===== src/source/divsqrt_cfg_pkg.sv =====
// ----------------------------------------------------------------------
// divide/sqrt unit configuration
// datapath, tag and counter widths with their vector types
// ----------------------------------------------------------------------
`default_nettype none

package divsqrt_cfg_pkg;

  localparam int unsigned DATA_W   = 32;  // operand and result width
  localparam int unsigned TAG_W    = 4;   // transaction tag
  localparam int unsigned CNT_W    = 6;   // iteration counter, holds up to 32
  localparam int unsigned STATUS_W = 2;   // dz and nx flags
  localparam int unsigned OP_W     = 1;   // encoding width of the operation
  localparam int unsigned FMT_W    = 2;   // encoding width of the format

  // stage payloads, fields packed msb first in the order listed
  localparam int unsigned IN_PAYLOAD_W  = 2*DATA_W + OP_W + FMT_W + TAG_W; // opa opb op fmt tag
  localparam int unsigned OUT_PAYLOAD_W = DATA_W + STATUS_W + TAG_W;       // result status tag

  typedef logic [DATA_W-1:0]   data_t;
  typedef logic [TAG_W-1:0]    tag_t;
  typedef logic [CNT_W-1:0]    cnt_t;
  typedef logic [STATUS_W-1:0] status_t;

endpackage

`default_nettype wire


===== src/source/divsqrt_op_pkg.sv =====
// ----------------------------------------------------------------------
// divide/sqrt unit encodings
// operation, format, control FSM states and status bit positions
// ----------------------------------------------------------------------
`default_nettype none

package divsqrt_op_pkg;

  import divsqrt_cfg_pkg::*;

  typedef enum logic [OP_W-1:0] {
    OP_DIV  = 1'b0,  // unsigned a/b, truncated
    OP_SQRT = 1'b1   // floor(sqrt(a)), b unused
  } op_e;

  // active width N of the operands
  typedef enum logic [FMT_W-1:0] {
    FMT_W32 = 2'd0,
    FMT_W16 = 2'd1,
    FMT_W8  = 2'd2   // 2'd3 is not used, treated as 32 bit
  } fmt_e;

  typedef enum logic [1:0] {
    IDLE = 2'd0,  // waiting for work
    BUSY = 2'd1,  // core iterating
    HOLD = 2'd2   // result waits for the output stage
  } ctrl_state_e;

  // bit positions in status_t
  localparam int unsigned ST_DZ = 1;  // divide by zero
  localparam int unsigned ST_NX = 0;  // inexact, remainder left over

endpackage

`default_nettype wire


===== src/source/divsqrt_pipe_stage.sv =====
// ----------------------------------------------------------------------
// valid/ready register stage
// one cycle of latency, ready pops bubbles so an empty stage always loads
// ----------------------------------------------------------------------
`timescale 1ns/1ps
`default_nettype none

module divsqrt_pipe_stage #(
  parameter int unsigned PAYLOAD_W = 8  // width of the carried payload
) (
  input  logic                 clk_i,
  input  logic                 reset_i,
  // upstream side
  input  logic                 valid_i,
  output logic                 ready_o,
  input  logic [PAYLOAD_W-1:0] data_i,
  // downstream side
  output logic                 valid_o,
  input  logic                 ready_i,
  output logic [PAYLOAD_W-1:0] data_o
);

  logic                 valid_q;
  logic [PAYLOAD_W-1:0] data_q;

  // advance when downstream takes our item or we only hold a bubble
  assign ready_o = ready_i | ~valid_q;

  // valid register, enabled by ready
  always_ff @(posedge clk_i) begin
    if (reset_i) begin
      valid_q <= 1'b0;
    end else if (ready_o) begin
      valid_q <= valid_i;
    end
  end

  // payload only loads on a real transfer
  always_ff @(posedge clk_i) begin
    if (valid_i && ready_o) begin
      data_q <= data_i;
    end
  end

  assign valid_o = valid_q;
  assign data_o  = data_q;

endmodule

`default_nettype wire


===== src/source/divsqrt_ctrl.sv =====
// ----------------------------------------------------------------------
// divide/sqrt issue and complete control
// IDLE/BUSY/HOLD FSM between input stage, core and output stage
// ----------------------------------------------------------------------
`timescale 1ns/1ps
`default_nettype none

module divsqrt_ctrl
  import divsqrt_cfg_pkg::*;
  import divsqrt_op_pkg::*;
(
  input  logic clk_i,
  input  logic reset_i,
  // from the input stage
  input  logic in_valid_i,
  output logic in_ready_o,
  input  tag_t tag_i,
  // core handshake
  output logic start_o,     // one cycle, core latches operands on this edge
  input  logic done_i,      // one cycle, core result valid from here on
  // to the output stage
  output logic out_valid_o,
  input  logic out_ready_i,
  output tag_t tag_o,
  output logic busy_o       // operation in flight
);

  ctrl_state_e state_q;
  ctrl_state_e state_d;
  logic        in_ready;    // FSM accepts a new item
  logic        out_valid;   // result offered downstream
  tag_t        tag_q;       // tag of the operation in the core

  // ----------------------------------------------------------------------
  // next state
  // ----------------------------------------------------------------------
  always_comb begin : fsm_next
    in_ready  = 1'b0;
    out_valid = 1'b0;
    state_d   = state_q;

    unique case (state_q)
      IDLE: begin
        in_ready = 1'b1;                 // core is free
        if (in_valid_i) state_d = BUSY;  // start right away
      end
      BUSY: begin
        if (done_i) begin
          out_valid = 1'b1;              // offer result in the done cycle
          if (out_ready_i) begin
            in_ready = 1'b1;             // core frees up on this edge
            state_d  = in_valid_i ? BUSY : IDLE;
          end else begin
            state_d = HOLD;              // core keeps the result stable meanwhile
          end
        end
      end
      HOLD: begin
        out_valid = 1'b1;
        if (out_ready_i) begin
          in_ready = 1'b1;
          state_d  = in_valid_i ? BUSY : IDLE;
        end
      end
      default: state_d = IDLE;
    endcase
  end

  always_ff @(posedge clk_i) begin
    if (reset_i) begin
      state_q <= IDLE;
    end else begin
      state_q <= state_d;
    end
  end

  // tag follows the operation into the core, output stage grabs the old one on the same edge
  always_ff @(posedge clk_i) begin
    if (start_o) begin
      tag_q <= tag_i;
    end
  end

  assign start_o     = in_valid_i & in_ready;
  assign in_ready_o  = in_ready;
  assign out_valid_o = out_valid;
  assign tag_o       = tag_q;
  assign busy_o      = (state_q == BUSY) || (state_q == HOLD);

endmodule

`default_nettype wire


===== src/source/divsqrt_iter_core.sv =====
// ----------------------------------------------------------------------
// iterative divide/sqrt core
// restoring divide at 1 bit/cycle and digit sqrt at 2 bits/cycle over 8/16/32 bit
// ----------------------------------------------------------------------
`timescale 1ns/1ps
`default_nettype none

module divsqrt_iter_core
  import divsqrt_cfg_pkg::*;
  import divsqrt_op_pkg::*;
(
  input  logic    clk_i,
  input  logic    reset_i,
  input  logic    start_i,    // latch operands and run the first step
  input  op_e     op_i,
  input  fmt_e    fmt_i,
  input  data_t   opa_i,
  input  data_t   opb_i,
  output logic    done_o,     // N (div) or N/2 (sqrt) cycles after start
  output data_t   result_o,   // stable from done until the next start
  output status_t status_o
);

  localparam int unsigned ROOT_W = DATA_W/2;

  // active width N of a format
  function automatic cnt_t fmt_bits(input fmt_e fmt);
    cnt_t n;
    case (fmt)
      FMT_W16: n = cnt_t'(16);
      FMT_W8:  n = cnt_t'(8);
      default: n = cnt_t'(DATA_W);
    endcase
    return n;
  endfunction

  // ones in the low N bits
  function automatic data_t fmt_mask(input fmt_e fmt);
    data_t ones;
    ones = '1;
    return ones >> (DATA_W - 32'(fmt_bits(fmt)));
  endfunction

  // ----------------------------------------------------------------------
  // state
  // ----------------------------------------------------------------------
  op_e               op_q;
  fmt_e              fmt_q;
  data_t             divisor_q;   // masked b
  data_t             shift_q;     // left aligned a with quotient bits entering at the lsb
  data_t             rem_q;       // partial remainder
  logic [ROOT_W-1:0] root_q;      // partial root
  cnt_t              cnt_q;       // steps still to go after this one
  logic              busy_q;
  logic              done_q;

  // step inputs come straight from the ports in the start cycle
  op_e               cur_op;
  data_t             cur_div;
  data_t             cur_shift;
  data_t             cur_rem;
  logic [ROOT_W-1:0] cur_root;
  cnt_t              cnt_load;    // steps after the first one

  always_comb begin : step_src
    if (start_i) begin
      cur_op    = op_i;
      cur_div   = opb_i & fmt_mask(fmt_i);
      // msb of N at the top
      cur_shift = (opa_i & fmt_mask(fmt_i)) << (DATA_W - 32'(fmt_bits(fmt_i)));
      cur_rem   = '0;
      cur_root  = '0;
    end else begin
      cur_op    = op_q;
      cur_div   = divisor_q;
      cur_shift = shift_q;
      cur_rem   = rem_q;
      cur_root  = root_q;
    end
  end

  assign cnt_load = (op_i == OP_DIV) ? fmt_bits(fmt_i) - cnt_t'(1)
                                     : (fmt_bits(fmt_i) >> 1) - cnt_t'(1);

  // ----------------------------------------------------------------------
  // one recurrence step
  // ----------------------------------------------------------------------
  logic [DATA_W+1:0] div_trial;   // msb set means borrow so the old remainder stays
  logic              div_neg;
  data_t             sq_part;     // remainder with the next two radicand bits
  logic [DATA_W:0]   sq_trial;    // part minus 4*root+1
  logic              sq_neg;
  data_t             rem_d;
  data_t             shift_d;
  logic [ROOT_W-1:0] root_d;

  assign div_trial = {1'b0, cur_rem, cur_shift[DATA_W-1]} - {2'b00, cur_div};
  assign div_neg   = div_trial[DATA_W+1];

  // remainder stays below 2^(ROOT_W+1) so its top two bits are zero
  assign sq_part  = {cur_rem[DATA_W-3:0], cur_shift[DATA_W-1 -: 2]};
  assign sq_trial = {1'b0, sq_part} - {{(ROOT_W-1){1'b0}}, cur_root, 2'b01};
  assign sq_neg   = sq_trial[DATA_W];

  always_comb begin : step_next
    if (cur_op == OP_DIV) begin
      rem_d   = div_neg ? {cur_rem[DATA_W-2:0], cur_shift[DATA_W-1]} : div_trial[DATA_W-1:0];
      shift_d = {cur_shift[DATA_W-2:0], ~div_neg};  // quotient bit in
      root_d  = cur_root;
    end else begin
      rem_d   = sq_neg ? sq_part : sq_trial[DATA_W-1:0];
      shift_d = {cur_shift[DATA_W-3:0], 2'b00};     // two radicand bits consumed
      root_d  = {cur_root[ROOT_W-2:0], ~sq_neg};    // root digit in
    end
  end

  // ----------------------------------------------------------------------
  // registers
  // ----------------------------------------------------------------------
  always_ff @(posedge clk_i) begin
    if (reset_i) begin
      busy_q <= 1'b0;
      done_q <= 1'b0;
      cnt_q  <= '0;
    end else begin
      done_q <= 1'b0;
      if (start_i) begin
        busy_q <= 1'b1;
        cnt_q  <= cnt_load;
      end else if (busy_q) begin
        cnt_q <= cnt_q - cnt_t'(1);
        if (cnt_q == cnt_t'(1)) begin  // last step on this edge
          busy_q <= 1'b0;
          done_q <= 1'b1;
        end
      end
    end
  end

  always_ff @(posedge clk_i) begin
    if (start_i) begin
      op_q      <= op_i;
      fmt_q     <= fmt_i;
      divisor_q <= cur_div;
    end
    if (start_i || busy_q) begin  // frozen once done so the result holds
      shift_q <= shift_d;
      rem_q   <= rem_d;
      root_q  <= root_d;
    end
  end

  // ----------------------------------------------------------------------
  // result boxing and flags
  // ----------------------------------------------------------------------
  data_t act_mask;
  logic  div_zero;

  assign act_mask = fmt_mask(fmt_q);
  assign div_zero = (divisor_q == '0);  // every trial passes so the quotient is all ones

  always_comb begin : result_form
    status_o = '0;
    if (op_q == OP_DIV) begin
      result_o        = shift_q | ~act_mask;
      status_o[ST_DZ] = div_zero;
      status_o[ST_NX] = ~div_zero & (rem_q != '0);  // no inexact on top of dz
    end else begin
      result_o        = data_t'(root_q) | ~act_mask;
      status_o[ST_NX] = (rem_q != '0);              // not a perfect square
    end
  end

  assign done_o = done_q;

endmodule

`default_nettype wire


===== src/source/divsqrt_top.sv =====
// ----------------------------------------------------------------------
// divide/sqrt unit top
// input stage, control FSM, iterative core and output stage
// ----------------------------------------------------------------------
`timescale 1ns/1ps
`default_nettype none

module divsqrt_top
  import divsqrt_cfg_pkg::*;
  import divsqrt_op_pkg::*;
(
  input  logic    clk_i,
  input  logic    reset_i,
  // input handshake
  input  logic    in_valid_i,
  output logic    in_ready_o,
  input  data_t   opa_i,
  input  data_t   opb_i,
  input  op_e     op_i,
  input  fmt_e    fmt_i,
  input  tag_t    tag_i,
  // output handshake
  output logic    out_valid_o,
  input  logic    out_ready_i,
  output data_t   result_o,
  output status_t status_o,
  output tag_t    tag_o,
  output logic    busy_o       // anything in flight
);

  // input stage to FSM and core
  logic                     in_q_valid;
  logic                     in_q_ready;
  logic [IN_PAYLOAD_W-1:0]  in_d_data;
  logic [IN_PAYLOAD_W-1:0]  in_q_data;
  data_t                    in_q_opa;
  data_t                    in_q_opb;
  logic [OP_W-1:0]          in_q_op;
  logic [FMT_W-1:0]         in_q_fmt;
  tag_t                     in_q_tag;
  // FSM and core
  logic                     core_start;
  logic                     core_done;
  data_t                    core_result;
  status_t                  core_status;
  tag_t                     held_tag;
  logic                     ctrl_busy;
  // FSM to output stage
  logic                     out_pre_valid;
  logic                     out_pre_ready;
  logic [OUT_PAYLOAD_W-1:0] out_d_data;
  logic [OUT_PAYLOAD_W-1:0] out_q_data;

  // ----------------------------------------------------------------------
  // input pipeline
  // ----------------------------------------------------------------------
  assign in_d_data = {opa_i, opb_i, op_i, fmt_i, tag_i};

  divsqrt_pipe_stage #(.PAYLOAD_W(IN_PAYLOAD_W)) u_in_stage (
    .clk_i   (clk_i),
    .reset_i (reset_i),
    .valid_i (in_valid_i),
    .ready_o (in_ready_o),
    .data_i  (in_d_data),
    .valid_o (in_q_valid),
    .ready_i (in_q_ready),
    .data_o  (in_q_data)
  );

  assign {in_q_opa, in_q_opb, in_q_op, in_q_fmt, in_q_tag} = in_q_data;

  // ----------------------------------------------------------------------
  // control and core
  // ----------------------------------------------------------------------
  divsqrt_ctrl u_ctrl (
    .clk_i       (clk_i),
    .reset_i     (reset_i),
    .in_valid_i  (in_q_valid),
    .in_ready_o  (in_q_ready),
    .tag_i       (in_q_tag),
    .start_o     (core_start),
    .done_i      (core_done),
    .out_valid_o (out_pre_valid),
    .out_ready_i (out_pre_ready),
    .tag_o       (held_tag),
    .busy_o      (ctrl_busy)
  );

  divsqrt_iter_core u_core (
    .clk_i    (clk_i),
    .reset_i  (reset_i),
    .start_i  (core_start),
    .op_i     (op_e'(in_q_op)),
    .fmt_i    (fmt_e'(in_q_fmt)),
    .opa_i    (in_q_opa),
    .opb_i    (in_q_opb),
    .done_o   (core_done),
    .result_o (core_result),
    .status_o (core_status)
  );

  // ----------------------------------------------------------------------
  // output pipeline
  // ----------------------------------------------------------------------
  assign out_d_data = {core_result, core_status, held_tag};

  divsqrt_pipe_stage #(.PAYLOAD_W(OUT_PAYLOAD_W)) u_out_stage (
    .clk_i   (clk_i),
    .reset_i (reset_i),
    .valid_i (out_pre_valid),
    .ready_o (out_pre_ready),
    .data_i  (out_d_data),
    .valid_o (out_valid_o),
    .ready_i (out_ready_i),
    .data_o  (out_q_data)
  );

  assign {result_o, status_o, tag_o} = out_q_data;

  assign busy_o = in_q_valid | ctrl_busy | out_valid_o;  // either stage or the core holds work

endmodule

`default_nettype wire


===== config.mk =====
export PLATFORM = sky130hd
export DESIGN_NAME = divsqrt_top
export DESIGN_NICKNAME = d
export VERILOG_FILES = /design/src/source/divsqrt_cfg_pkg.sv /design/src/source/divsqrt_op_pkg.sv /design/src/source/divsqrt_pipe_stage.sv /design/src/source/divsqrt_ctrl.sv /design/src/source/divsqrt_iter_core.sv /design/src/source/divsqrt_top.sv
export SDC_FILE = /design/constraint.sdc
export NUM_CORES = 1
export LEC_CHECK = 0
export BUFFER_PORTS_ARGS = -buffer_cell sky130_fd_sc_hd__buf_2
export CORE_ASPECT_RATIO = 2
export CORE_MARGIN = 4
export CORE_UTILIZATION = 29
export DETAILED_ROUTE_END_ITERATION = 8
export HOLD_SLACK_MARGIN = 0.15
export SKIP_LAST_GASP = 1
export SYNTH_ARGS = -nofsm -noshare
export SYNTH_HDL_FRONTEND = slang
export SYNTH_SLANG_ARGS = --single-unit

===== constraint.sdc =====
create_clock -name clk_i -period 14.6 [get_ports clk_i]
set_input_delay 1.46 -clock clk_i [delete_from_list [all_inputs] [get_ports clk_i]]
set_output_delay 1.46 -clock clk_i [all_outputs]
set_load 0.02 [all_outputs]

======== Word level (Yosys, flattened, before mapping) ========
Cells that the tools add are included.
word-level totals
  register bits ........................... 240
  input port bits ......................... 75
  output and inout port bits .............. 41
  logic and storage cells ................. 97
cells by class
  $add $sub $neg .......................... 7
  eq/ne operators ......................... 10
  shift-type cells ........................ 3
  muxes and demuxes ....................... 33
  bitwise gates (word level) .............. 17
  reductions and logical operators ........ 10
operator list
  cell                                                 number
  two-way mux 32 bit                                   8
  AND 32 bit                                           2
  right shift 32 x 32 -> 32 bit, first input constant  2
  subtractor 33 x 32 -> 34 bit                         1
  subtractor 32 x 18 -> 33 bit                         1
  logical NOT 32 bit                                   1
  two-way mux 16 bit                                   2
  inverter 32 bit                                      1
  bitwise OR 16 x 32 -> 32 bit                         1
  bitwise OR 32 bit                                    1
  nonzero test 32 bit                                  1
  left shift 32 x 32 -> 32 bit                         1
  two-way mux 6 bit                                    4
  case mux 6 bit (2 select lines)                      2
  subtractor 6 x 6 -> 7 bit, first input constant      2
  subtractor 6 x 1 -> 6 bit, second input constant     2
  two-way mux 1 bit                                    10
  two-way mux 2 bit                                    4
  equality test 2 x 1 -> 1 bit, second input constant  3
  equality test 2 bit, second input constant           3
  equality test 6 x 1 -> 1 bit, second input constant  1
  inverter 1 bit                                       6
  case mux 2 bit (3 select lines)                      1
  subtractor 5 x 1 -> 6 bit, second input constant     1
  other kinds (12)                                     19

======== Depth between registers and ports, before layout ========
  depth in word-level cells ............... 15
  mapped depth ............................ 26
  mapped depth without buffers ............ 19

======== By module ========
From an unflattened synthesis, not the netlist that was laid out.
unflattened totals
  cell total of the unflattened synthesis .. 1285
  area, all modules ....................... 13703.1 um^2
modules (own cells, without submodules)
  module                            times used  cells an instance  area each (um^2)  seq. area each (um^2)
  divsqrt_iter_core                 1           1136               9978.3            3603.5
  divsqrt_pipe_stage (u_in_stage)   1           76                 2187.1            2152.1
  divsqrt_pipe_stage (u_out_stage)  1           43                 1196.1            1161.1
  divsqrt_ctrl                      1           29                 335.3             160.2
  divsqrt_top                       1           1                  6.3               0.0

======== Least setup slack after synthesis ========
OpenSTA, ideal clock, no wires.
  path type ............................... input port to flip-flop
  start ................................... input out_ready_i
  end ..................................... register u_core.rem_q[25] (data pin)
  setup time .............................. 0.260 ns
  data arrival time ....................... 6.327 ns
  data required time ...................... 14.340 ns
  setup slack ............................. 8.013 ns
  cell stages on the path ................. 18
  buffers on the path ..................... 6
  cell sequence ........................... nor3b_2 or3_1 buf_4 inv_2 buf_4 clkbuf_1 clkbuf_1 buf_1 buf_1 nor2_1 ha_1 o2111ai_1 a211oi_1 nor2_1 or3_1 nor3_1 xnor2_1 mux2_2
on the way
  longest elaborated chain between the ends .. 9
  elaborated cells on any way between the ends .. 15
  classes of those cells .................. add/sub: 2; mux: 11; bitwise: 2
RTL lines
  element                                                                       RTL line                                            text
  from (decl)                                                                   divsqrt_top.sv:24                                   input logic out_ready_i,
  bitwise OR 1 bit (*)                                                          divsqrt_pipe_stage.sv:27                            assign ready_o = ready_i | ~valid_q;
  two-way mux 1 bit (*)                                                         divsqrt_ctrl.sv:50, divsqrt_ctrl.sv:60
  two-way mux 1 bit                                                             divsqrt_ctrl.sv:48                                  if (done_i) begin
  case mux 1 bit (3 select lines) (*)                                           divsqrt_ctrl.sv:42                                  unique case (state_q)
  AND 1 bit (*)                                                                 divsqrt_ctrl.sv:84                                  assign start_o = in_valid_i & in_ready;
  net core_start                                                                divsqrt_top.sv:42                                   logic core_start;
  two-way mux 32 bit or two-way mux 16 bit (tied branches)                      divsqrt_iter_core.sv:66                             if (start_i) begin
  subtractor 33 x 32 -> 34 bit or subtractor 32 x 18 -> 33 bit (tied branches)  divsqrt_iter_core.sv:97, divsqrt_iter_core.sv:102
  two-way mux 32 bit, on equally long branches                                  divsqrt_iter_core.sv:107, divsqrt_iter_core.sv:111
  two-way mux 32 bit (*)                                                        divsqrt_iter_core.sv:106                            if (cur_op == OP_DIV) begin
  net u_core.rem_d[25]                                                          divsqrt_iter_core.sv:93                             data_t rem_d;
  to (signal assigned)                                                          divsqrt_iter_core.sv:148                            rem_q <= rem_d;
  to (decl)                                                                     divsqrt_iter_core.sv:51                             data_t rem_q;
The timed path passes the listed nets; every way through them passes the cells marked *.
A chain may end at the register's enable or synchronous reset.

======== Final worst setup path ========
  start ................................... input out_ready_i
  end ..................................... register u_core.rem_q[13] (data pin)
on the way
  longest elaborated chain between the ends .. 9
  elaborated cells on any way between the ends .. 15
  classes of those cells .................. add/sub: 2; mux: 11; bitwise: 2
RTL lines
  element                                                                       RTL line
  bitwise OR 1 bit (*)                                                          divsqrt_pipe_stage.sv:27
  two-way mux 1 bit (*)                                                         divsqrt_ctrl.sv:50, divsqrt_ctrl.sv:60
  two-way mux 1 bit                                                             divsqrt_ctrl.sv:48
  case mux 1 bit (3 select lines) (*)                                           divsqrt_ctrl.sv:42
  AND 1 bit (*)                                                                 divsqrt_ctrl.sv:84
  two-way mux 32 bit or two-way mux 16 bit (tied branches)                      divsqrt_iter_core.sv:66
  subtractor 33 x 32 -> 34 bit or subtractor 32 x 18 -> 33 bit (tied branches)  divsqrt_iter_core.sv:97, divsqrt_iter_core.sv:102
  two-way mux 32 bit, on equally long branches                                  divsqrt_iter_core.sv:107, divsqrt_iter_core.sv:111
  two-way mux 32 bit (*)                                                        divsqrt_iter_core.sv:106
  net u_core.rem_d[13]                                                          divsqrt_iter_core.sv:93
Marks and branches as above.

==> flow_results.org <==
** GRT
- First-pass GRT wire length :: 63,100 um
- Overflow left after global routing :: 0
- Antenna violations before repair :: 3
- Maximum number of pins on one net before global-route repair :: 142
- GR Util All Layers :: 15.2%
- The via count of the first global-routing pass came to 11,100.

** Power and ir drop
- Pleak :: 6.38 nW
- Power Dens Cells :: 174 nW/um^2
- Total power for the finished layout comes to ~2.8 mW.
- Worst ir drop on vdd :: about 0.000087 V

** Hold path
- Class of the tightest hold or removal check :: flip-flop to flip-flop

** Worst setup path
- Along the worst path, the maximum fanout reaches between 40 and 50.
- Worst-path cell chain :: buf_2 -> nor3b_2 -> or3_4 -> inv_4 -> buf_4 -> mux2i_1 -> ha_1 -> nor2b_1 -> o31a_1 -> o31ai_1 -> a2111oi_4 -> nor2_2 -> o31a_1 -> o21a_1 -> buf_4 -> or3_1 -> a21oi_1 -> o31a_1
- The critical path in this run is classified as input port to flip-flop.
- In this design, the stage delay of the slowest critical-path cell is 0.58 ns.
- Arrival time worst endpoint :: 6.59 ns
- Library cell appearing most often on the critical path :: sky130_fd_sc_hd__o31a_1
- Critical path data required time :: around 15 ns
- The worst setup path is launched from an input port.
- The worst setup path is captured at a flip-flop.
- Master of the slowest instance on the critical path :: sky130_fd_sc_hd__or3_4

** Floorplan
- The initialized floorplan defines 114 standard-cell rows.
- I/O pin count :: 116
- The die covers about 53,000 sq um.
- Die extent in y :: 322 um
- Core region area :: 48,600 sq um
- For this configuration, the core starts out at a cell density of 29.4%.
- Die Span X :: 165 um

** Detailed routing
- Number of DRC markers after the initial detailed-route iteration :: approximately 510
- Vias per std cell :: 5.05
- Dividing the detail-routed wire length by the instance count gives 19.3 um.
- For this block, the routed nets add up to roughly 42,000 um of wire.
- Residual DRC count :: 0
- Before antenna repair, the detailed router went through 5 iterations.
- Antenna Violating Nets Remaining :: 0
- The detailed router placed 10,900 vias in this run.

** CTS
- Clock buffer count from CTS :: 24
- Root buffer selected by CTS :: sky130_fd_sc_hd__clkbuf_16
- The number of setup buffers added after CTS is 0.
- Post-CTS Hold Buffers :: 0
- Clock transition at the registers of the reported paths :: about 0.070 ns
- Max Root-Sink Buffers :: 3
- Clock Sinks :: 240
- CTS tree :: yes
- Post_cts resized :: 0
- The later pin in the worst-skew pair is clocked with a latency of 0.56 ns.
- H-tree Lvls :: 1

** Logic synthesis
- Dominant cells by area after synthesis :: sky130_fd_sc_hd__edfxtp_1, sky130_fd_sc_hd__mux2i_1, sky130_fd_sc_hd__ha_1, sky130_fd_sc_hd__nand2_1, sky130_fd_sc_hd__a21oi_1
- When the netlist entered floorplanning its net count stood at 1,543.
- Total standard cell area after synthesis :: 14,300 sq um
- Synthesis instantiated 79 different standard cells from the library.
- Number of flip-flops and latches in the synthesized netlist :: 240
- Most frequently used flop master after synthesis :: sky130_fd_sc_hd__edfxtp_1
- Cell type with the highest aggregate area in the netlist :: sky130_fd_sc_hd__edfxtp_1
- In this run the mean area of a mapped cell was 10.1 sq um.
- The synthesized design contains roughly 230 enable-type register cells.
- For this run, asynchronously set or reset flops after synthesis account for 0%.
- Synthesis produced a netlist whose cell count is 1,417.
- After synthesis, flip-flops and latches occupy 49.4% of the total area.
- During synthesis, Yosys emitted a total of 0 warnings.
- In this run the biggest area consumer among cell types represents 47.6% of the synthesized area.

** STA
- The number of pins with negative max-slew slack in the final report was 0.
- The smallest clock period supported by the final layout is computed as 6.30 ns.
- At the pin with the least slew margin, the transition time is 1.19 ns.
- Max Clock Skew :: ~0.032 ns
- Final count of negative-setup-slack endpoints :: 0
- Across all hold checks on the routed design, the worst slack comes to around 0.42 ns.
- Setup repair after global routing left no endpoint under its margin.
- Measured against its own limit, the worst slew margin works out to 20.8%.
- Post-route fraction of the period consumed by the critical path :: 43.2%
- Timing-limited maximum frequency :: roughly 160 MHz
- The number of failing hold endpoints at the final stage was 0.
- Adding up every negative setup slack in the final design gives 0 ns.

** Placement
- At the end of routability-driven placement, the weighted congestion stood at between 0.8 and 0.9.
- Summed over all nets, the half-perimeter wirelength after detailed placement is just over 30,000 um.
- Port Buf Inserts :: 115
- Counting tap cells, the placed design contains a total of 2,107 instances.

** Layout
- For this run, the post-layout net count is roughly 1,600.
- Final Non-Filler Cells :: 2,152
- Finished Core Util :: 33.4%
- In the final layout, the share of cells above drive strength 1 is 13.4%.
- Synth-to-Final Area Change :: 13.4%
- Fillers :: 4,962

** Outcome
- Status :: complete, no violations

** Job
- Max-cap check violation count :: 0
-- through the flow --
step,instance area [sq um],setup WS [ns]
2_1_floorplan,14300,8.01
3_3_place_gp,15500,7.84
3_5_place_dp,15500,7.71
4_1_cts,16200,8.28
5_1_grt,16200,7.88
6_report,16200,8.30
-- synthesized netlist by cell type (20+ instances only) --
master	number
sky130_fd_sc_hd__and2_1	22
sky130_fd_sc_hd__mux2i_1	63
sky130_fd_sc_hd__o21a_1	26
sky130_fd_sc_hd__a31oi_1	21
sky130_fd_sc_hd__nand2b_1	22
sky130_fd_sc_hd__a211oi_1	25
sky130_fd_sc_hd__nor3_1	25
sky130_fd_sc_hd__xor2_1	22
sky130_fd_sc_hd__ha_1	50
sky130_fd_sc_hd__inv_1	101
sky130_fd_sc_hd__xnor2_1	35
sky130_fd_sc_hd__o21ai_0	79
sky130_fd_sc_hd__a21oi_1	96
sky130_fd_sc_hd__edfxtp_1	227
sky130_fd_sc_hd__and3_1	29
sky130_fd_sc_hd__clkbuf_1	49
sky130_fd_sc_hd__a21o_1	23
sky130_fd_sc_hd__nand2_1	159
sky130_fd_sc_hd__nor2_1	82
sky130_fd_sc_hd__nor2b_1	20
-- routing by layer --
layer | global-route usage (%) | wire length (um)
met1 | 15.9 | 14800
met2 | 29.0 | 22700
met3 | 1.52 | 1590
met4 | 8.38 | 2420
met5 | 0 | 7
-- cell families after synthesis --
kind of cell	count (synthesis)	synth area share, %
mux	80	5.77
simple gates	434	14.8
flops	240	49.4
fa+ha+maj	59	5.07
compound gates	369	16.6
xor+xnor	57	3.49
buf+inv	178	4.79
-- worst paths after layout --
check | start | to | slack [ns] | cells past startpoint
max reg2reg | u_ctrl.state_q[1]$_SDFFE_PP0P_ | u_core.rem_q[13]$_DFFE_PP_ | 8.58 | 19
min reg2reg | u_ctrl.tag_o[1]$_DFFE_PP_ | u_out_stage.data_o[1]$_DFFE_PP_ | 0.42 | 0
min | u_ctrl.tag_o[1]$_DFFE_PP_ | u_out_stage.data_o[1]$_DFFE_PP_ | 0.42 | 0
max | out_ready_i | u_core.rem_q[13]$_DFFE_PP_ | 8.30 | 18
-- flip-flops by register name (all words and copies together) (netlist names) --
register / count
u_core.shift_q: 32
u_core.busy_q: 1
u_core.rem_q: 32
u_core.fmt_q: 2
u_ctrl.tag_o: 4
u_core.op_q: 1
u_ctrl.state_q: 2
u_out_stage.valid_o: 1
u_core.cnt_q: 6
u_core.divisor_q: 32
u_in_stage.valid_o: 1
u_core.root_q: 16
u_out_stage.data_o: 38
u_core.done_o: 1
u_in_stage.data_o: 71
-- power by group --
part / switching [mW] / total, mW / internal (mW)
Combinational: 0.744 / 1.23 / 0.489
Clock: 0.276 / 0.578 / 0.302
Sequential: 0.0945 / 1.01 / 0.916
-- critical path: cells and delay by family --
kind / cells / cell delay (ns)
adders and majority gates: 1 / 0.25
AOI/OAI and AO/OA: 7 / 1.69
and+or+nand+nor: 5 / 1.25
muxes: 1 / 0.41
buffers and inverters: 4 / 1.50
-- layout by cell type (no fill, tap or decap), types with 24 or more instances in the layout --
cell type,synthesis,final
sky130_fd_sc_hd__o21ai_0,79,79
sky130_fd_sc_hd__and3_1,29,29
sky130_fd_sc_hd__ha_1,50,49
sky130_fd_sc_hd__xnor2_1,35,35
sky130_fd_sc_hd__a21oi_1,96,96
sky130_fd_sc_hd__nand2_1,159,159
sky130_fd_sc_hd__clkbuf_16,0,24
sky130_fd_sc_hd__buf_2,5,115
sky130_fd_sc_hd__edfxtp_1,227,227
sky130_fd_sc_hd__a211oi_1,25,25
sky130_fd_sc_hd__inv_1,101,101
sky130_fd_sc_hd__nor3_1,25,25
sky130_fd_sc_hd__nor2_1,82,80
sky130_fd_sc_hd__mux2i_1,63,63
sky130_fd_sc_hd__o21a_1,26,26
-- area by class of cell --
cell class / count / area, sq um / area share (%)
multi-input cells: 999 / 6580 / 40.5
diodes: 3 / 7.51 / 0.0463
repair buffers: 127 / 678 / 4.18
inverters: 103 / 389 / 2.40
clock inverters: 15 / 86.3 / 0.532
clock buffers: 27 / 612 / 3.77
flip-flops and latches: 240 / 7080 / 43.6
well taps: 638 / 798 / 4.92
Note: power is estimated with default switching activity, not from simulation.
